[src/rtl/soc_pkg.sv]
package soc_pkg;

  // Upper bounds are exclusive
  localparam logic [31:0] CLINT_BASE = 32'h0200_0000;
  localparam logic [31:0] CLINT_TOP  = 32'h0201_0000;
  localparam logic [31:0] PRINT_BASE = 32'h1000_0000;
  localparam logic [31:0] PRINT_TOP  = 32'h1000_1000;

  // Print registers
  localparam logic [31:0] PRINT_CHAR_OFS  = 32'h0000_0000;
  localparam logic [31:0] PRINT_COUNT_OFS = 32'h0000_0004;

  // CLINT registers, high words sit 4 bytes above the low words
  localparam logic [31:0] CLINT_MSIP_OFS     = 32'h0000_0000;
  localparam logic [31:0] CLINT_MTIMECMP_OFS = 32'h0000_4000;
  localparam logic [31:0] CLINT_MTIME_OFS    = 32'h0000_BFF8;

  // RAM takes every address outside the peripheral ranges
  localparam int BRAM_WORDS  = 1024;
  localparam int BRAM_ADDR_W = $clog2(BRAM_WORDS);

  // Zero wstrb means read
  typedef struct packed {
    logic [31:0] addr;
    logic [31:0] wdata;
    logic [3:0]  wstrb;
  } mem_req_t;

  typedef struct packed {
    logic [31:0] rdata;
  } mem_rsp_t;

endpackage

[src/rtl/print.sv]
`timescale 1ns/1ps

module print
  import soc_pkg::*;
(
  input  logic       clk,
  input  logic       rst_n,
  input  logic       valid,
  input  mem_req_t   req,
  output logic       ready,
  output mem_rsp_t   rsp,
  output logic       char_valid,
  output logic [7:0] char_data
);

  logic        accept;
  logic        char_wr;
  logic [31:0] count;

  assign accept  = valid && !ready;
  assign char_wr = accept && req.wstrb[0] && (req.addr == PRINT_CHAR_OFS);

  always_ff @(posedge clk or negedge rst_n) begin
    if (!rst_n) begin
      ready      <= 1'b0;
      char_valid <= 1'b0;
      count      <= '0;
    end else begin
      ready      <= accept;
      char_valid <= char_wr;
      if (char_wr) begin
        count <= count + 32'd1;
      end
    end
  end

  // Character lands together with ready
  always_ff @(posedge clk) begin
    if (char_wr) begin
      char_data <= req.wdata[7:0];
    end
    if (accept) begin
      rsp.rdata <= (req.wstrb == 4'b0 && req.addr == PRINT_COUNT_OFS) ? count : '0;
    end
  end

endmodule

[config.mk]
export PLATFORM = sky130hd
export DESIGN_NAME = print
export DESIGN_NICKNAME = d
export VERILOG_FILES = /design/src/rtl/soc_pkg.sv /design/src/rtl/print.sv
export SDC_FILE = /design/constraint.sdc
export NUM_CORES = 1
export LEC_CHECK = 0
export BUFFER_PORTS_ARGS = -buffer_cell sky130_fd_sc_hd__buf_2
export CAP_MARGIN = 5
export CELL_PAD_IN_SITES_DETAIL_PLACEMENT = 2
export CELL_PAD_IN_SITES_GLOBAL_PLACEMENT = 2
export CORE_UTILIZATION = 32
export DETAILED_ROUTE_END_ITERATION = 8
export GPL_TIMING_DRIVEN = 0
export PLACE_DENSITY = 0.89
export SYNTH_ARGS = -nofsm -noshare
export SYNTH_HDL_FRONTEND = slang
export SYNTH_SLANG_ARGS = --single-unit
[constraint.sdc]
create_clock -name clk -period 2.6 [get_ports clk]
set_input_delay 0 -clock clk [delete_from_list [all_inputs] [get_ports clk]]
set_output_delay 0 -clock clk [all_outputs]
set_load 0.005 [all_outputs]
# == Yosys cells after proc, flatten, opt, wreduce, memory -nomap -nowiden ==
# Index checks and enable logic that the tools add are counted.
# totals
ff_bits,74
input_bits,71
out_inout_bits,42
# op_classes
n_addsub,1
eq_ne,1
n_reduce_logical,7
# op_table
operator,n
"32-bit by 1-bit adder with 32-bit output, second input constant",1
"32-bit by 3-bit == test with 1-bit output, second input constant",1
32-bit zero test,1
1-bit logical AND,4
4-bit zero test,1
1-bit zero test,1

# == Depth between registers and ports, before layout ==
# depth
word_depth,4
ltp_mapped,7
mapped_depth_nobuf,6

# == Least setup slack after synthesis ==
# OpenSTA, ideal clock, no wires.
# synth_timing
path_type,register to register
from,register ready
to,"register rsp[0] in the netlist's numbering, enable pin"
setup_ns,0.426
t_arrival_ns,1.873
setup_slack_ns,0.301
path_stages_with_launch,2
path_buffers,0
period_less_slack_ns,2.299
path_cell_list,dfrtp_1 -> nor2b_1
# synth_between
elab_chain_len,2
# synth_rtl
item,line_no,rtl
from (decl),print.sv:10,"output logic ready,"
from (signal assigned),print.sv:29,ready <= accept;
1-bit zero test,print.sv:20,assign accept = valid && !ready;
1-bit logical AND,print.sv:20,
named net accept,print.sv:16,logic accept;
to (decl),print.sv:11,"output mem_rsp_t rsp,"
# The timed path passes the listed nets, and every way through them passes these cells.
# A chain may end at the register's enable or synchronous reset.

# == Worst setup path in the final report ==
# layout_timing
from,register count[2]
to,register count[17]
# layout_between
elab_chain_len,1
# layout_rtl
item,line_no,rtl
from (decl),print.sv:18,logic [31:0] count;
from (signal assigned),print.sv:32,count <= count + 32'd1;
32-bit by 1-bit adder with 32-bit output,print.sv:32,
# Every way passes these cells.

==> metrics.txt <==
Seq/Total Area, Yosys=0.6605; highest clock rate=495.5 MHz; synthesis-to-finish area growth=29.56%; initial antenna violation count=0; drt wl/cell=approximately 17 µm; storage element area=between 2000 and 2500 µm²; Placer Congestion=approximately 0.75; pwr/cell area=between 500 and 600 nW/µm²; main combinational cell family by area after synthesis=simple AND/OR/NAND/NOR gates; crit end category=flop; most common cell after layout, fill and taps aside=buf_2; Clock Tree Root=clkbuf_8; multi-input logic area=around 1000 µm²; cells after synthesis=roughly 220; Rows=35; Synth warnings=0; worst-skew pair later-pin latency=between 0.3 and 0.4 ns; TritonCTS clock tree=built; Vias/cell=approximately 4.8; final hold vios=0; final instance area=roughly 4000 µm²; final antenna-violating net count=0; ratio of cells with drive above 1 in the final layout=0.3705; run status=finished, final reports clean; Crit Path Class=flop to flop; router iterations before antenna repair=4; maximum buffer depth of the clock tree=2; Avg Inst Size Synth=between 10 and 15 µm²; skew final=0.01236 ns; total length of routed wires=between 7000 and 8000 µm; Final HPWL DP=about 5600 µm; adder-cell area share of the yosys netlist=0.004027; DR DRC count=0; final worst path period need=~2 ns; die extent in y=a little over 100 µm; Max Cap Viol=0; Resize count post-CTS=0; Synth Area in XOR/XNOR=0.08739; Yosys reg bits=between 70 and 80; net count after synthesis=291; Worst-Margin Slew=roughly 0.95 ns; Mapped Area=between 3000 and 4000 µm²; Finish-stage setup viols=0; Core Area=about 9300 µm²; Startpoint Class=flop; min-delay worst type=input port to flop; peak supply drop=about 0.19 mV; Post-Synth Simple-Gate Area=0.2296; total grt overflow=0; CTS buffer count=9; Synth area leader=edfxtp_1; Placed Cells=approximately 440; number of global-route vias before repair=between 2000 and 3000; Compound-Gate Fraction of Synth Area=0; H-tree levels=3; dpl cell area=approximately 3700 µm²; Starting DRT DRC Count=between 70 and 80; Hold Slack=about 0.12 ns; Post-Layout Cell Count=around 460; share of the synthesized area in the top cell type=0.3866; initial core utilization=0.3331; # fillers=around 950; # nets final=399; mux cell area share after synthesis=0.003625; global-route wire length before repair=approximately 13000 µm; Tcrit/Tclk final=0.7763; largest net degree at the start of global routing=35; n_diodes=0; die width=~100 µm; clock-pin slew on the worst setup and hold paths=roughly 0.080 ns; most frequent cells in the layout=buf_2 (89), edfxtp_1 (40), and2_1 (36), dfrtp_1 (34), xnor2_1 (30); LEAKAGE=roughly 1.7 nW; top-level port count=about 110; via count=roughly 2200; critical path data arrival time=approximately 2.3 ns; worst-path maximum fanout=6; Slew Limit Fails=0; RSZ-0062 raised after global routing=false; Max-slew headroom=0.3666; synth top area cells=edfxtp_1 (39%), dfrtp_1 (27%), xnor2_1 (8.5%); CTS Sinks=74; GRT Total Usage=0.1713; Crit path required time=2.83 ns; Port Buffer Count=88; Die Area=about 10000 µm²; Unique masters post-synth=27
[flip-flops by register name (all words and copies together) (netlist names)]
name        cells
char_data       8
char_valid      1
count          32
ready           1
rsp            32
[final timing paths]
path / startpoint / to / slack, ns / cells past startpoint
max: count[2] / count[17] / 0.58 / 5
min: valid / ready / 0.12 / 2
max reg2reg: count[2] / count[17] / 0.58 / 5
min reg2reg: count[31] / count[31] / 0.49 / 1
max in group asynchronous: rst_n / count[31] / 1.83 / 2
min in group asynchronous: rst_n / count[30] / 0.25 / 2
[area by class of cell]
cell class	instances	share of cell area
plain buffers	6	0.01057
clock buffers	10	0.03171
clock inverters	6	0.02269
inverters	1	0.0009325
multi-input cells	138	0.2524
flip-flops and latches	74	0.5098
well taps	129	0.04010
repair buffers	97	0.1318
[critical path, cell delays in order, from the launching register on]
cell	delay [ns]
dfrtp_1	0.45
and4_1	0.29
nand2_1	0.12
nor3_1	0.64
nand4_1	0.23
xnor2_1	0.17
[where the power goes]
| part | internal [mW] | switching, mW | total (mW) |
|---|---|---|---|
| sequential | 1.26 | 0.00701 | 1.27 |
| clock | 0.542 | 0.449 | 0.991 |
| combinational | 0.0523 | 0.0531 | 0.105 |
| total | 1.85 | 0.509 | 2.36 |
[cell usage after synthesis, drive strengths merged]
cell	number
inv	1
clkbuf	3
edfxtp	40
buf	3
nand4	16
and2	36
nand3	12
nor3	3
nor4	9
nor2b	1
nor2	3
mux2	1
nand4bb	1
and4	7
ha	1
and3	8
xnor2	30
xor2	1
and4b	1
dfrtp	34
nand2	8
[kinds of logic (layout without fill, tap and decap cells)]
group | count (synthesis) | after routing
simple gates | 105 | 105
flops | 74 | 74
xor+xnor | 31 | 31
buf+inv | 7 | 120
fa+ha+maj | 1 | 1
mux | 1 | 1
[per-stage QoR]
stage	setup WS (ns)	utilization	power (mW)	TNS [ns]
2_1_floorplan	0.3010	-	1.311	0
3_3_place_gp	-0.2825	0.3976	1.384	-9.093
3_5_place_dp	0.6257	0.3984	1.389	0
4_1_cts	0.5657	0.4315	2.381	0
5_1_grt	0.4261	0.4315	2.436	0
6_report	0.5817	0.4315	2.362	0
[layer usage]
layer	global-route usage	part of all wire	routed length (µm)	vias up
li1	-	-	-	1015
met1	0.1893	0.40	3150	1126
met2	0.3135	0.55	4296	51
met3	0.03675	0.031	242	12
met4	0.07915	0.020	155	0
met5	0	0	0	-
[repair_timing]
item,CTS,global route
endpoints found under the hold margin,42,0
hold buffers,9,0
setup endpoints to repair,0,0
setup buffers,0,0
(Power assumes the default switching activity.)
