`src/rtl/soc_pkg.sv`:
```
package soc_pkg;

  // Upper bounds are exclusive
  localparam logic [31:0] CLINT_BASE = 32'h0200_0000;
  localparam logic [31:0] CLINT_TOP  = 32'h0201_0000;
  localparam logic [31:0] PRINT_BASE = 32'h1000_0000;
  localparam logic [31:0] PRINT_TOP  = 32'h1000_1000;

  // Print registers
  localparam logic [31:0] PRINT_CHAR_OFS  = 32'h0000_0000;
  localparam logic [31:0] PRINT_COUNT_OFS = 32'h0000_0004;

  // CLINT registers, high words sit 4 bytes above the low words
  localparam logic [31:0] CLINT_MSIP_OFS     = 32'h0000_0000;
  localparam logic [31:0] CLINT_MTIMECMP_OFS = 32'h0000_4000;
  localparam logic [31:0] CLINT_MTIME_OFS    = 32'h0000_BFF8;

  // RAM takes every address outside the peripheral ranges
  localparam int BRAM_WORDS  = 1024;
  localparam int BRAM_ADDR_W = $clog2(BRAM_WORDS);

  // Zero wstrb means read
  typedef struct packed {
    logic [31:0] addr;
    logic [31:0] wdata;
    logic [3:0]  wstrb;
  } mem_req_t;

  typedef struct packed {
    logic [31:0] rdata;
  } mem_rsp_t;

endpackage

```
`src/rtl/mem_decoder.sv`:
```
`timescale 1ns/1ps

module mem_decoder
  import soc_pkg::*;
(
  input  logic     mem_valid,
  input  mem_req_t mem_req,
  output logic     mem_ready,
  output mem_rsp_t mem_rsp,

  output logic     bram_valid,
  output mem_req_t bram_req,
  input  logic     bram_ready,
  input  mem_rsp_t bram_rsp,

  output logic     print_valid,
  output mem_req_t print_req,
  input  logic     print_ready,
  input  mem_rsp_t print_rsp,

  output logic     clint_valid,
  output mem_req_t clint_req,
  input  logic     clint_ready,
  input  mem_rsp_t clint_rsp
);

  logic hit_clint;
  logic hit_print;

  assign hit_clint = (mem_req.addr >= CLINT_BASE) && (mem_req.addr < CLINT_TOP);
  assign hit_print = (mem_req.addr >= PRINT_BASE) && (mem_req.addr < PRINT_TOP);

  assign clint_valid = mem_valid && hit_clint;
  assign print_valid = mem_valid && hit_print;
  assign bram_valid  = mem_valid && !hit_clint && !hit_print;

  // Peripherals see offsets inside their own range
  always_comb begin
    bram_req       = mem_req;
    print_req      = mem_req;
    print_req.addr = mem_req.addr - PRINT_BASE;
    clint_req      = mem_req;
    clint_req.addr = mem_req.addr - CLINT_BASE;
  end

  always_comb begin
    mem_ready = 1'b1;
    if (bram_ready) begin
      mem_rsp = bram_rsp;
    end else if (print_ready) begin
      mem_rsp = print_rsp;
    end else if (clint_ready) begin
      mem_rsp = clint_rsp;
    end else begin
      mem_rsp   = '0;
      mem_ready = 1'b0;
    end
  end

endmodule

```
`config.mk`:
```
export PLATFORM = sky130hd
export DESIGN_NAME = mem_decoder
export DESIGN_NICKNAME = d
export VERILOG_FILES = /design/src/rtl/soc_pkg.sv /design/src/rtl/mem_decoder.sv
export SDC_FILE = /design/constraint.sdc
export NUM_CORES = 1
export LEC_CHECK = 0
export BUFFER_PORTS_ARGS = -buffer_cell sky130_fd_sc_hd__buf_2
export CAP_MARGIN = 20
export CORE_AREA = 2 2 157 159
export DETAILED_ROUTE_END_ITERATION = 10
export DIE_AREA = 0 0 159 161
export PLACE_DENSITY = 0.45
export SLEW_MARGIN = 15
export SYNTH_ARGS = -nofsm -noshare
export SYNTH_HDL_FRONTEND = slang
export SYNTH_SLANG_ARGS = --single-unit
```
`constraint.sdc`:
```
create_clock -name vclk -period 2.4
set_clock_uncertainty 0.1 [all_clocks]
set_input_delay 0.12 -clock vclk [all_inputs]
set_output_delay 0.12 -clock vclk [all_outputs]
set_load 0.05 [all_outputs]
```
== Word level (Yosys, flattened, before mapping) ==
Cells that the tools add are included.
Word-level totals
  bits in writable memories: 0
  memory bits (read-only): 0
  bits in latches: 0
  memories kept: 0
  flip-flop bits (word level): 0
  word-level logic and storage cells: 20
  input bits: 168
Operators by class
  add/sub/neg operators: 2
  $lt $le $gt $ge: 4
  div/mod/pow operators: 0
  multiply operators: 0
  equality and inequality tests: 0
  multiplexer cells: 6
  bitwise gates (word level): 0
  reduce and logical (&&, ||, !) cells: 8
  shift operators: 0
Operator list (number)
  2-to-1 mux 32 bit: 3
  >= comparator 32 x 26 -> 1 bit, second input constant: 1
  >= comparator 32 x 29 -> 1 bit, second input constant: 1
  less-than comparator 32 x 26 -> 1 bit, second input constant: 1
  less-than comparator 32 x 29 -> 1 bit, second input constant: 1
  subtractor 32 x 26 -> 32 bit, second input constant: 1
  subtractor 32 x 29 -> 32 bit, second input constant: 1
  logical AND 1 bit: 6
  2-to-1 mux 1 bit: 3
  zero test 1 bit: 2

== Logic depth before layout (Yosys ltp) ==
  depth after elaboration: 5
  mapped depth: 6

== Worst setup path before layout ==
Ideal clock, no wire load.
  path kind: input -> output
  start: input mem_req[64] in the netlist's numbering
  end: output clint_valid
  path buffers: 0
  setup slack: -164 ps
  data arrival time: 2344 ps
  data required time: 2180 ps
  stages on the path: 5
  cell sequence: inv_1 -> ha_1 -> nand2_1 -> or4_1 -> nor3_1
On the way
  word-level cells in the longest chain between the ends: 3
Ends and longest elaborated chain
  from (decl): RTL line mem_decoder.sv:7  | input mem_req_t mem_req,
  >= comparator 32 x 26 -> 1 bit or less-than comparator 32 x 26 -> 1 bit (tied branches): RTL line mem_decoder.sv:30  | assign hit_clint = (mem_req.addr >= CLINT_BASE) && (mem_req.addr < CLINT_TOP);
  logical AND 1 bit *: RTL line mem_decoder.sv:30
  logical AND 1 bit *: RTL line mem_decoder.sv:33  | assign clint_valid = mem_valid && hit_clint;
  to (decl): RTL line mem_decoder.sv:21  | output logic clint_valid,
Every way passes the cells marked *; elsewhere a longest branch is shown, timed or not.

== Worst setup path after layout ==
  start: input mem_req[64] in the netlist's numbering
  end: output bram_valid
On the way
  word-level cells in the longest chain between the ends: 5
Ends and longest elaborated chain
  >= comparator 32 x 26 -> 1 bit or less-than comparator 32 x 26 -> 1 bit (tied branches): RTL line mem_decoder.sv:30
  logical AND 1 bit: RTL line mem_decoder.sv:30
  zero test 1 bit: RTL line mem_decoder.sv:35  | assign bram_valid = mem_valid && !hit_clint && !hit_print;
  logical AND 1 bit: RTL line mem_decoder.sv:35
  logical AND 1 bit *: RTL line mem_decoder.sv:35
  to (decl): RTL line mem_decoder.sv:11  | output logic bram_valid,
Marked as above.

==> metrics.txt <==
P_leak=1.38 nW; outcome=completed; Final HPWL DP=10600 um; share of cells above drive strength 1=0.657; core area=24000 sq um; initial antenna violation count=1; dominant cells by area after synthesis=buf_4 (61%), a22oi_1 (9.8%), o21ai_0 (6.7%); GR Util All Layers=0.0829; Seq cells=0; drt initial violations=98; syn_nets=527; PostCTS Resize Cnt=0; register area=0 sq um; worst min-delay path class=input port to output port; maximum clock frequency=508 MHz; MaxCap Viol Count=0; WL/cell=15.9 um; register area share after synthesis=0; Tmin final=1.97 ns; grt ovf=0; element type at the critical path end=output port; worst path required time=2.18 ns; Worst Setup Start Kind=input port; DRT antenna net count=0; fin crit share=0.820; final setup vio count=0; routed wl met2=6150 um; Post-CTS Setup Inserts=0; I/O pin cnt=408; Synth area leader=buf_4; Detailed Routing Iterations Pass 1=4; area grow syn2layout=10.3%; cell count after synthesis=355; clock buffers=0; fin. max-slew vios=0; final core occ=0.109; Final Hold Fails=0; global-route wire length before repair=15700 um; Worst-Margin Slew=0.950 ns; vias per inst=3.25; maximum VDD drop=0.000105 V; WL met1=3970 um; worst rel slew slack=0.367; Initial Utilization=0.0991; Site Rows=57; Hold Buf Count CTS=0; most common cell after layout, fill and taps aside=buf_2; worst path cell trace=buf_2, inv_1, ha_1, nand2_1, or4_1, o221ai_1, nor3_1, buf_2; Layout Nets=588; commonest cells after routing, fill and taps aside=buf_2 (264), nand2_1 (38), o21ai_0 (32); PortBufs=264; synthesized area per cell=6.69 sq um; Crit path top cell by count=buf_2; placement-stage cell area=2620 sq um; Slowest-stage cell, CP=or4_1; pin count of the biggest net entering global routing=66; chip height=161 um; Crit Path Category=input port to output port; Synth cell types=26; Yosys top cell area share=0.610; routed wire length=11700 um; Synth Warn #=0; Final Cell Area=2620 sq um; RSZ-0062 raised after global routing=false; Worst Path Buf+Inv=3; WL met3=1250 um; synthesized area=2370 sq um; DRC=0; vias=2401; Top Layer Used=met4; PwrDens=350 nW/um^2; worst-path fanout max=6; Die Area=25600 sq um; number of diodes=0; gp weighted congestion=0.795; setup_tns=0 ns; Worst Path Arrival=1.75 ns; slowest stage delay, CP=0.44 ns; delay-heaviest family, CP=simple AND/OR/NAND/NOR gates; vias in the first global route=2283; Die Width=159 um
==> cell usage after synthesis <==
library cell and count:
o221ai_1 1, nand3_2 1, inv_1 7, xnor2_1 4, buf_2 3, nor3b_1 1
a22oi_1 31, a2111oi_2 1, and4bb_2 1, or4_1 1, nor4_2 1, ha_1 4
clkbuf_1 11, and3_1 1, nand4_1 1, a21oi_1 1, nor3_1 5, or3_1 2
nor2b_1 1, nand2_1 38, xor2_1 3, nor2_1 4, nor4_1 5, o21ai_0 32
o31ai_1 2, buf_4 193
==> through the flow <==
stage | total power, W | setup slack, ns | hold slack [ns] | instances
floorplan | 0.00120 | 0.0851 | 0.300 | 355
global placement | 0.000928 | 0.486 | 0.141 | 738
detailed placement | 0.000927 | 0.449 | 0.141 | 738
CTS | 0.000930 | 0.451 | 0.141 | 738
global route | 0.000965 | 0.351 | 0.140 | 738
finish | 0.000917 | 0.431 | 0.140 | 738
==> routing by layer <==
metal,up-vias,global-route usage
met1,1010,0.0834
met5,-,0
li1,1106,-
met2,258,0.168
met4,0,0.0198
met3,27,0.0223
==> report_power, final <==
group	total (W)	switching [W]	internal, W	leakage (nW)
Sequential	0	0	0	0
Combinational	0.000917	0.000700	0.000217	1.38
Clock	0	0	0	0
==> cell families after synthesis <==
group                      share of synthesized area
adders and majority gates                     0.0211
buffers and inverters                          0.645
xor gates and xnor gates                      0.0258
AOI/OAI and AO/OA                              0.184
and+or+nand+nor                                0.124
==> path summary, 6_finish.rpt <==
check | from | endpoint | slack, ns | cells past startpoint
hold / removal | mem_req[34] | clint_req[34] | 0.14 | 0
setup / recovery | mem_req[64] | bram_valid | 0.43 | 8
==> layout make-up <==
class,count,area (sq um)
repair buffers,266,1340
fillers,2870,21300
multi-input cells,141,851
well taps,324,405
inverters,7,26.3
Note: power is estimated with default switching activity, not from simulation.
