[src/rtl/soc_pkg.sv]
package soc_pkg;

  // Upper bounds are exclusive
  localparam logic [31:0] CLINT_BASE = 32'h0200_0000;
  localparam logic [31:0] CLINT_TOP  = 32'h0201_0000;
  localparam logic [31:0] PRINT_BASE = 32'h1000_0000;
  localparam logic [31:0] PRINT_TOP  = 32'h1000_1000;

  // Print registers
  localparam logic [31:0] PRINT_CHAR_OFS  = 32'h0000_0000;
  localparam logic [31:0] PRINT_COUNT_OFS = 32'h0000_0004;

  // CLINT registers, high words sit 4 bytes above the low words
  localparam logic [31:0] CLINT_MSIP_OFS     = 32'h0000_0000;
  localparam logic [31:0] CLINT_MTIMECMP_OFS = 32'h0000_4000;
  localparam logic [31:0] CLINT_MTIME_OFS    = 32'h0000_BFF8;

  // RAM takes every address outside the peripheral ranges
  localparam int BRAM_WORDS  = 1024;
  localparam int BRAM_ADDR_W = $clog2(BRAM_WORDS);

  // Zero wstrb means read
  typedef struct packed {
    logic [31:0] addr;
    logic [31:0] wdata;
    logic [3:0]  wstrb;
  } mem_req_t;

  typedef struct packed {
    logic [31:0] rdata;
  } mem_rsp_t;

endpackage

[src/rtl/clint.sv]
`timescale 1ns/1ps

module clint
  import soc_pkg::*;
(
  input  logic        clk,
  input  logic        rst_n,
  input  logic        rtc,
  input  logic        valid,
  input  mem_req_t    req,
  output logic        ready,
  output mem_rsp_t    rsp,
  output logic        msip,
  output logic        mtip,
  output logic [63:0] mtime
);

  logic        accept;
  logic [1:0]  rtc_sync;
  logic        rtc_prev;
  logic        rtc_tick;
  logic [63:0] mtimecmp;
  logic [31:0] rdata_next;

  assign accept = valid && !ready;

  // Two-flop synchronizer, then a registered edge pulse
  always_ff @(posedge clk or negedge rst_n) begin
    if (!rst_n) begin
      rtc_sync <= '0;
      rtc_prev <= 1'b0;
      rtc_tick <= 1'b0;
      mtime    <= '0;
      mtip     <= 1'b0;
    end else begin
      rtc_sync <= {rtc_sync[0], rtc};
      rtc_prev <= rtc_sync[1];
      rtc_tick <= rtc_sync[1] && !rtc_prev;
      if (rtc_tick) begin
        mtime <= mtime + 64'd1;
      end
      mtip <= (mtime >= mtimecmp);
    end
  end

  always_ff @(posedge clk or negedge rst_n) begin
    if (!rst_n) begin
      ready    <= 1'b0;
      msip     <= 1'b0;
      mtimecmp <= '1;
    end else begin
      ready <= accept;
      if (accept && req.wstrb[0] && req.addr == CLINT_MSIP_OFS) begin
        msip <= req.wdata[0];
      end
      for (int i = 0; i < 4; i++) begin
        if (accept && req.wstrb[i]) begin
          if (req.addr == CLINT_MTIMECMP_OFS) begin
            mtimecmp[8*i +: 8] <= req.wdata[8*i +: 8];
          end
          if (req.addr == CLINT_MTIMECMP_OFS + 32'd4) begin
            mtimecmp[32 + 8*i +: 8] <= req.wdata[8*i +: 8];
          end
        end
      end
    end
  end

  // mtime is read-only from the bus
  always_comb begin
    case (req.addr)
      CLINT_MSIP_OFS:              rdata_next = {31'b0, msip};
      CLINT_MTIMECMP_OFS:          rdata_next = mtimecmp[31:0];
      CLINT_MTIMECMP_OFS + 32'd4:  rdata_next = mtimecmp[63:32];
      CLINT_MTIME_OFS:             rdata_next = mtime[31:0];
      CLINT_MTIME_OFS + 32'd4:     rdata_next = mtime[63:32];
      default:                     rdata_next = '0;
    endcase
  end

  always_ff @(posedge clk) begin
    if (accept) begin
      rsp.rdata <= rdata_next;
    end
  end

endmodule

[config.mk]
export PLATFORM = sky130hd
export DESIGN_NAME = clint
export DESIGN_NICKNAME = d
export VERILOG_FILES = /design/src/rtl/soc_pkg.sv /design/src/rtl/clint.sv
export SDC_FILE = /design/constraint.sdc
export NUM_CORES = 1
export LEC_CHECK = 0
export BUFFER_PORTS_ARGS = -buffer_cell sky130_fd_sc_hd__buf_2
export CORE_AREA = 4 4 149 151
export CTS_CLUSTER_DIAMETER = 80
export DETAILED_ROUTE_END_ITERATION = 10
export DIE_AREA = 0 0 153 155
export PLACE_DENSITY = 0.65
export SLEW_MARGIN = 10
export SYNTH_ARGS = -nofsm -noshare
export SYNTH_HDL_FRONTEND = slang
export SYNTH_SLANG_ARGS = --single-unit
export TNS_END_PERCENT = 1
[constraint.sdc]
create_clock -name clk -period 3 [get_ports clk]
set_clock_uncertainty 0.2 [all_clocks]
set_input_delay 0.3 -clock clk [delete_from_list [all_inputs] [get_ports clk]]
set_output_delay 0.3 -clock clk [all_outputs]
set_load 0.1 [all_outputs]
Word level (Yosys, flattened, before mapping)

Index checks and enable logic that the tools add are counted.

Bits in registers: 167
Bits in latches: 0
Memory bits (writable): 0
Bits in read-only memories: 0
Input bits: 72
Output and inout bits: 99
Memories kept: 0

Add/sub/neg operators: 1
Multiply operators: 0
Divide/modulo/power cells: 0
$lt $le $gt $ge: 1
Equal/unequal tests: 4
Shift operators: 0
Mux-type cells: 1
Bitwise logic cells: 0
Reduce and logical (&&, ||, !) cells: 18

Operators with widths:

| operator                | number |
|---|---|
| $pmux W32 S5            | 1 |
| $add A64 B1 Y64 const B | 1 |
| $eq A32 B15 Y1 const B  | 2 |
| $eq A32 B16 Y1 const B  | 2 |
| $ge A64 B64 Y1          | 1 |
| $logic_not A32 Y1       | 1 |
| $reduce_and A2 Y1       | 8 |
| $logic_and A1 B1 Y1     | 7 |
| $logic_not A1 Y1        | 2 |

Depth between registers and ports, before layout

Depth after elaboration: 4
Gate-level depth with buffers: 8
Depth with buffers taken out: 8

Least setup slack after synthesis

No wires, ideal clock.

Kind: register to register
Start point: register mtime[61]
End point: register mtip
Library setup time: 0.083 ns
Arrival: 2.865 ns
Required time: 2.717 ns
Slack: -0.147 ns
Cell stages (with the launch flop): 7
Period minus slack after synthesis: 3.147 ns
Cells stage by stage: dfrtp_1 -> ha_1 -> nand4_1 -> or4_1 -> or3_1 -> or4_1 -> o21ai_0

Cells in the longest elaborated chain, start to end: 1

RTL lines:

| what                   | line        | text |
|---|---|---|
| from (decl)            | clint.sv:15 | `output logic [63:0] mtime` |
| from (signal assigned) | clint.sv:40 | `mtime <= mtime + 64'd1;` |
| $ge A64 B64 Y1         | clint.sv:42 | `mtip <= (mtime >= mtimecmp);` |
| to (signal assigned)   | clint.sv:42 |  |
| to (decl)              | clint.sv:14 | `output logic mtip,` |

Every way passes these cells.
A chain may end at the register's enable or synchronous reset.

Worst setup path in the final report

Start point: register mtimecmp[62]
End point: register mtip

Cells in the longest elaborated chain, start to end: 1

RTL lines:

| what                              | line        | text |
|---|---|---|
| from (decl)                       | clint.sv:22 | `logic [63:0] mtimecmp;` |
| from (signal, indexed assignment) | clint.sv:59 | `mtimecmp[8*i +: 8] <= req.wdata[8*i +: 8];` |
| from (signal, indexed assignment) | clint.sv:62 | `mtimecmp[32 + 8*i +: 8] <= req.wdata[8*i +: 8];` |
| $ge A64 B64 Y1                    | clint.sv:42 |  |

Every way passes these cells.

==> results by group <==
Outcome
  • Status: complete, no violations

Final layout
  • Fin nets: 1185
  • Commonest non-fill, non-tap cells in the layout: buf_2, inv_1, dfrtp_1
  • Most common cell after layout, fill and taps aside: buf_2
  • N_diodes: 0
  • Fin cells: 1336
  • Final Core Density: 55.8%
  • Area grow syn2layout: 25.7%
  • Layout cells sized above 1: 36.9%

Floorplanning
  • FP Rows: 53
  • Initial Util: 44.4%
  • Die X: 153 um
  • Die H: 155 um
  • # IOs: 171
  • Total core area: 20800 um2
  • Die area: 23700 um2

Synthesis
  • Post-synth top area cell: dfrtp_1
  • Register area share after synthesis: 47.8%
  • Synth warn: 0
  • Main synth FF type: dfrtp_1
  • Yosys reg bits: 167
  • Post-synth EDFFs: 32
  • Synth top area share: 19.2%
  • Post-Syn Area: 9240 um2
  • Fraction of registers with async set/reset: 80.8%
  • Syn avg cell area: 11.5 um2
  • Top post-synthesis cells by area: dfrtp_1, dfstp_2, edfxtp_1
  • Distinct cells, synth: 54
  • Syn Inst Count: 805
  • Syn nets: 942

Global route
  • Global-route wire length before repair: 40700 um
  • Largest net degree at the start of global routing: 80
  • Antenna violations before repair: 0
  • GRT Total Usage: 21.5%
  • Grt ovf: 0
  • Number of global-route vias before repair: 7422

Setup path
  • CP endpoint kind: flip-flop
  • Crit path DAT: 3060 ps
  • Worst setup SP type: flip-flop
  • Type of the worst setup path: reg2reg
  • Critical path peak fanout: 3
  • R2R depth: 7
  • Crit path required time: 3140 ps

Routing
  • Routed length per instance: 18.5 um
  • DRC violations left: 0
  • DR pass1 iterations: 4
  • Vias: 7083
  • DRT Wirelength: 24700 um
  • Routed Antenna Nets: 0
  • Number of vias per cell: 5.30
  • Initial DRC count: 370

STA
  • RSZ-0062 raised after global routing: no
  • # setup viols final: 0
  • Max-slew violation count: 0
  • Fin. Hold Viols: 0
  • Setup total negative slack: 0 ps
  • Period utilization: 97.4%
  • Max_slew headroom: 49.0%
  • Final min period: 2920 ps
  • Worst Tran Pin Value: 765 ps
  • Fmax: 342 MHz
  • Worst Slack Setup Final: 78.4 ps

Power
  • LEAKAGE: 5.39 nW
  • PD cells: 492 nW/um2
  • Total power: 5.71 mW
  • Worst vdd ir: 0.330 mV

Hold path
  • Hold Path Cell Cnt: 3
  • HP Class: in2reg

Clock network
  • CTS tree: built
  • CTS buffer count: 17
  • Root buf cell: clkbuf_16
  • CTS max path bufs: 2
  • Clock-pin slew on the worst setup and hold paths: 60 ps
  • # clock sinks: 167
  • Clock latency on the worst-skew pair: 430 ps
  • CTS H-tree lvls: 4

Placement
  • Post-placement cell count: 1269
  • Port Buffers: 170
  • Post-DP HPWL: 18800 um
  • Pre-CTS WS: 7.99 ps
  • Placer congestion estimate: 0.839

Flow run
  • Maxcap violations: 0
[routing by layer]
layer / wire length, um / track usage (%)
met1: 11500 / 29.3
met2: 11900 / 35.9
met3: 1090 / 4.42
met4: 268 / 4.71
met5: 0 / 0
[power breakdown]
part           internal (mW)  switching [mW]
clock network           1.42           0.887
registers               2.39          0.0942
logic                  0.238           0.689
total                   4.04            1.67
[cell usage after synthesis, types with 7 or more instances]
cell,instances
nand3_1,28
a221o_1,32
nand2_1,49
inv_1,72
dfrtp_1,71
xor2_1,20
nand4_1,32
mux2_2,58
nor2_1,63
edfxtp_1,32
ha_1,65
nor3_1,13
mux2i_1,32
dfstp_2,64
and3_1,7
xnor2_1,43
clkbuf_1,7
a21oi_1,23
nor4_1,9
o21ai_0,8
[worst max-delay path: stages (launching register included)]
cell and delay, ps:
dfstp_2 550, inv_1 40, ha_1 290, nand4_1 160
or4_4 580, or3_1 330, or4_1 520, o21ai_0 160
[kinds of logic after synthesis]
group           count (synthesis)  synth area share (%)
compound gates                 80                  6.57
xor+xnor                       63                  5.97
fa+ha+maj                      65                  8.80
buf+inv                        93                  4.33
flops                         167                  47.8
mux                            98                  11.8
simple gates                  239                  14.7
[area by class of cell]
type	instances	area [um2]
Clock buffer	27	546
Clock inverter	5	81.3
Fill cell	1847	9210
Inverter	72	270
Multi-Input combinational cell	545	4430
Sequential cell	167	4420
Tap cell	275	344
Timing Repair Buffer	245	1520
[flip-flops by register name, indices dropped and copies added, names as in the netlist]
register and flops:
mtip 1, rtc_prev 1, ready 1, mtime 64, rtc_sync 2, rsp 32
mtimecmp 64, msip 1, rtc_tick 1
[path summary, 6_finish.rpt]
path / start / endpoint / slack [ps]
worst max-delay path: mtimecmp[62]$_DFFE_PN1P_ / mtip$_DFF_PN0_ / 80
worst min-delay path: req[0] / msip$_DFFE_PN0P_ / 90
worst max register to register: mtimecmp[62]$_DFFE_PN1P_ / mtip$_DFF_PN0_ / 80
worst min register to register: rtc_sync[0]$_DFF_PN0_ / rtc_sync[1]$_DFF_PN0_ / 150
max in group asynchronous: rst_n / mtimecmp[46]$_DFFE_PN1P_ / 1460
min in group asynchronous: rst_n / mtime[56]$_DFFE_PN0P_ / 310
[metrics by stage]
stage	hold WS, ps	cell area (um2)
after detailed placement	142	10600
after global placement	135	10600
after global routing	83.9	11600
after CTS	75.5	11600
final	87.2	11600
after floorplan	-196	9240
[what timing repair did]
action / 4_1_cts / 5_1_grt
gates resized for setup: 0 / 1
setup endpoints to repair: 0 / 1
setup buffers: 0 / 1
hold buffers: 34 / 0
endpoints found under the hold margin: 109 / 0
No activity file was read; power rests on OpenSTA's default activity.
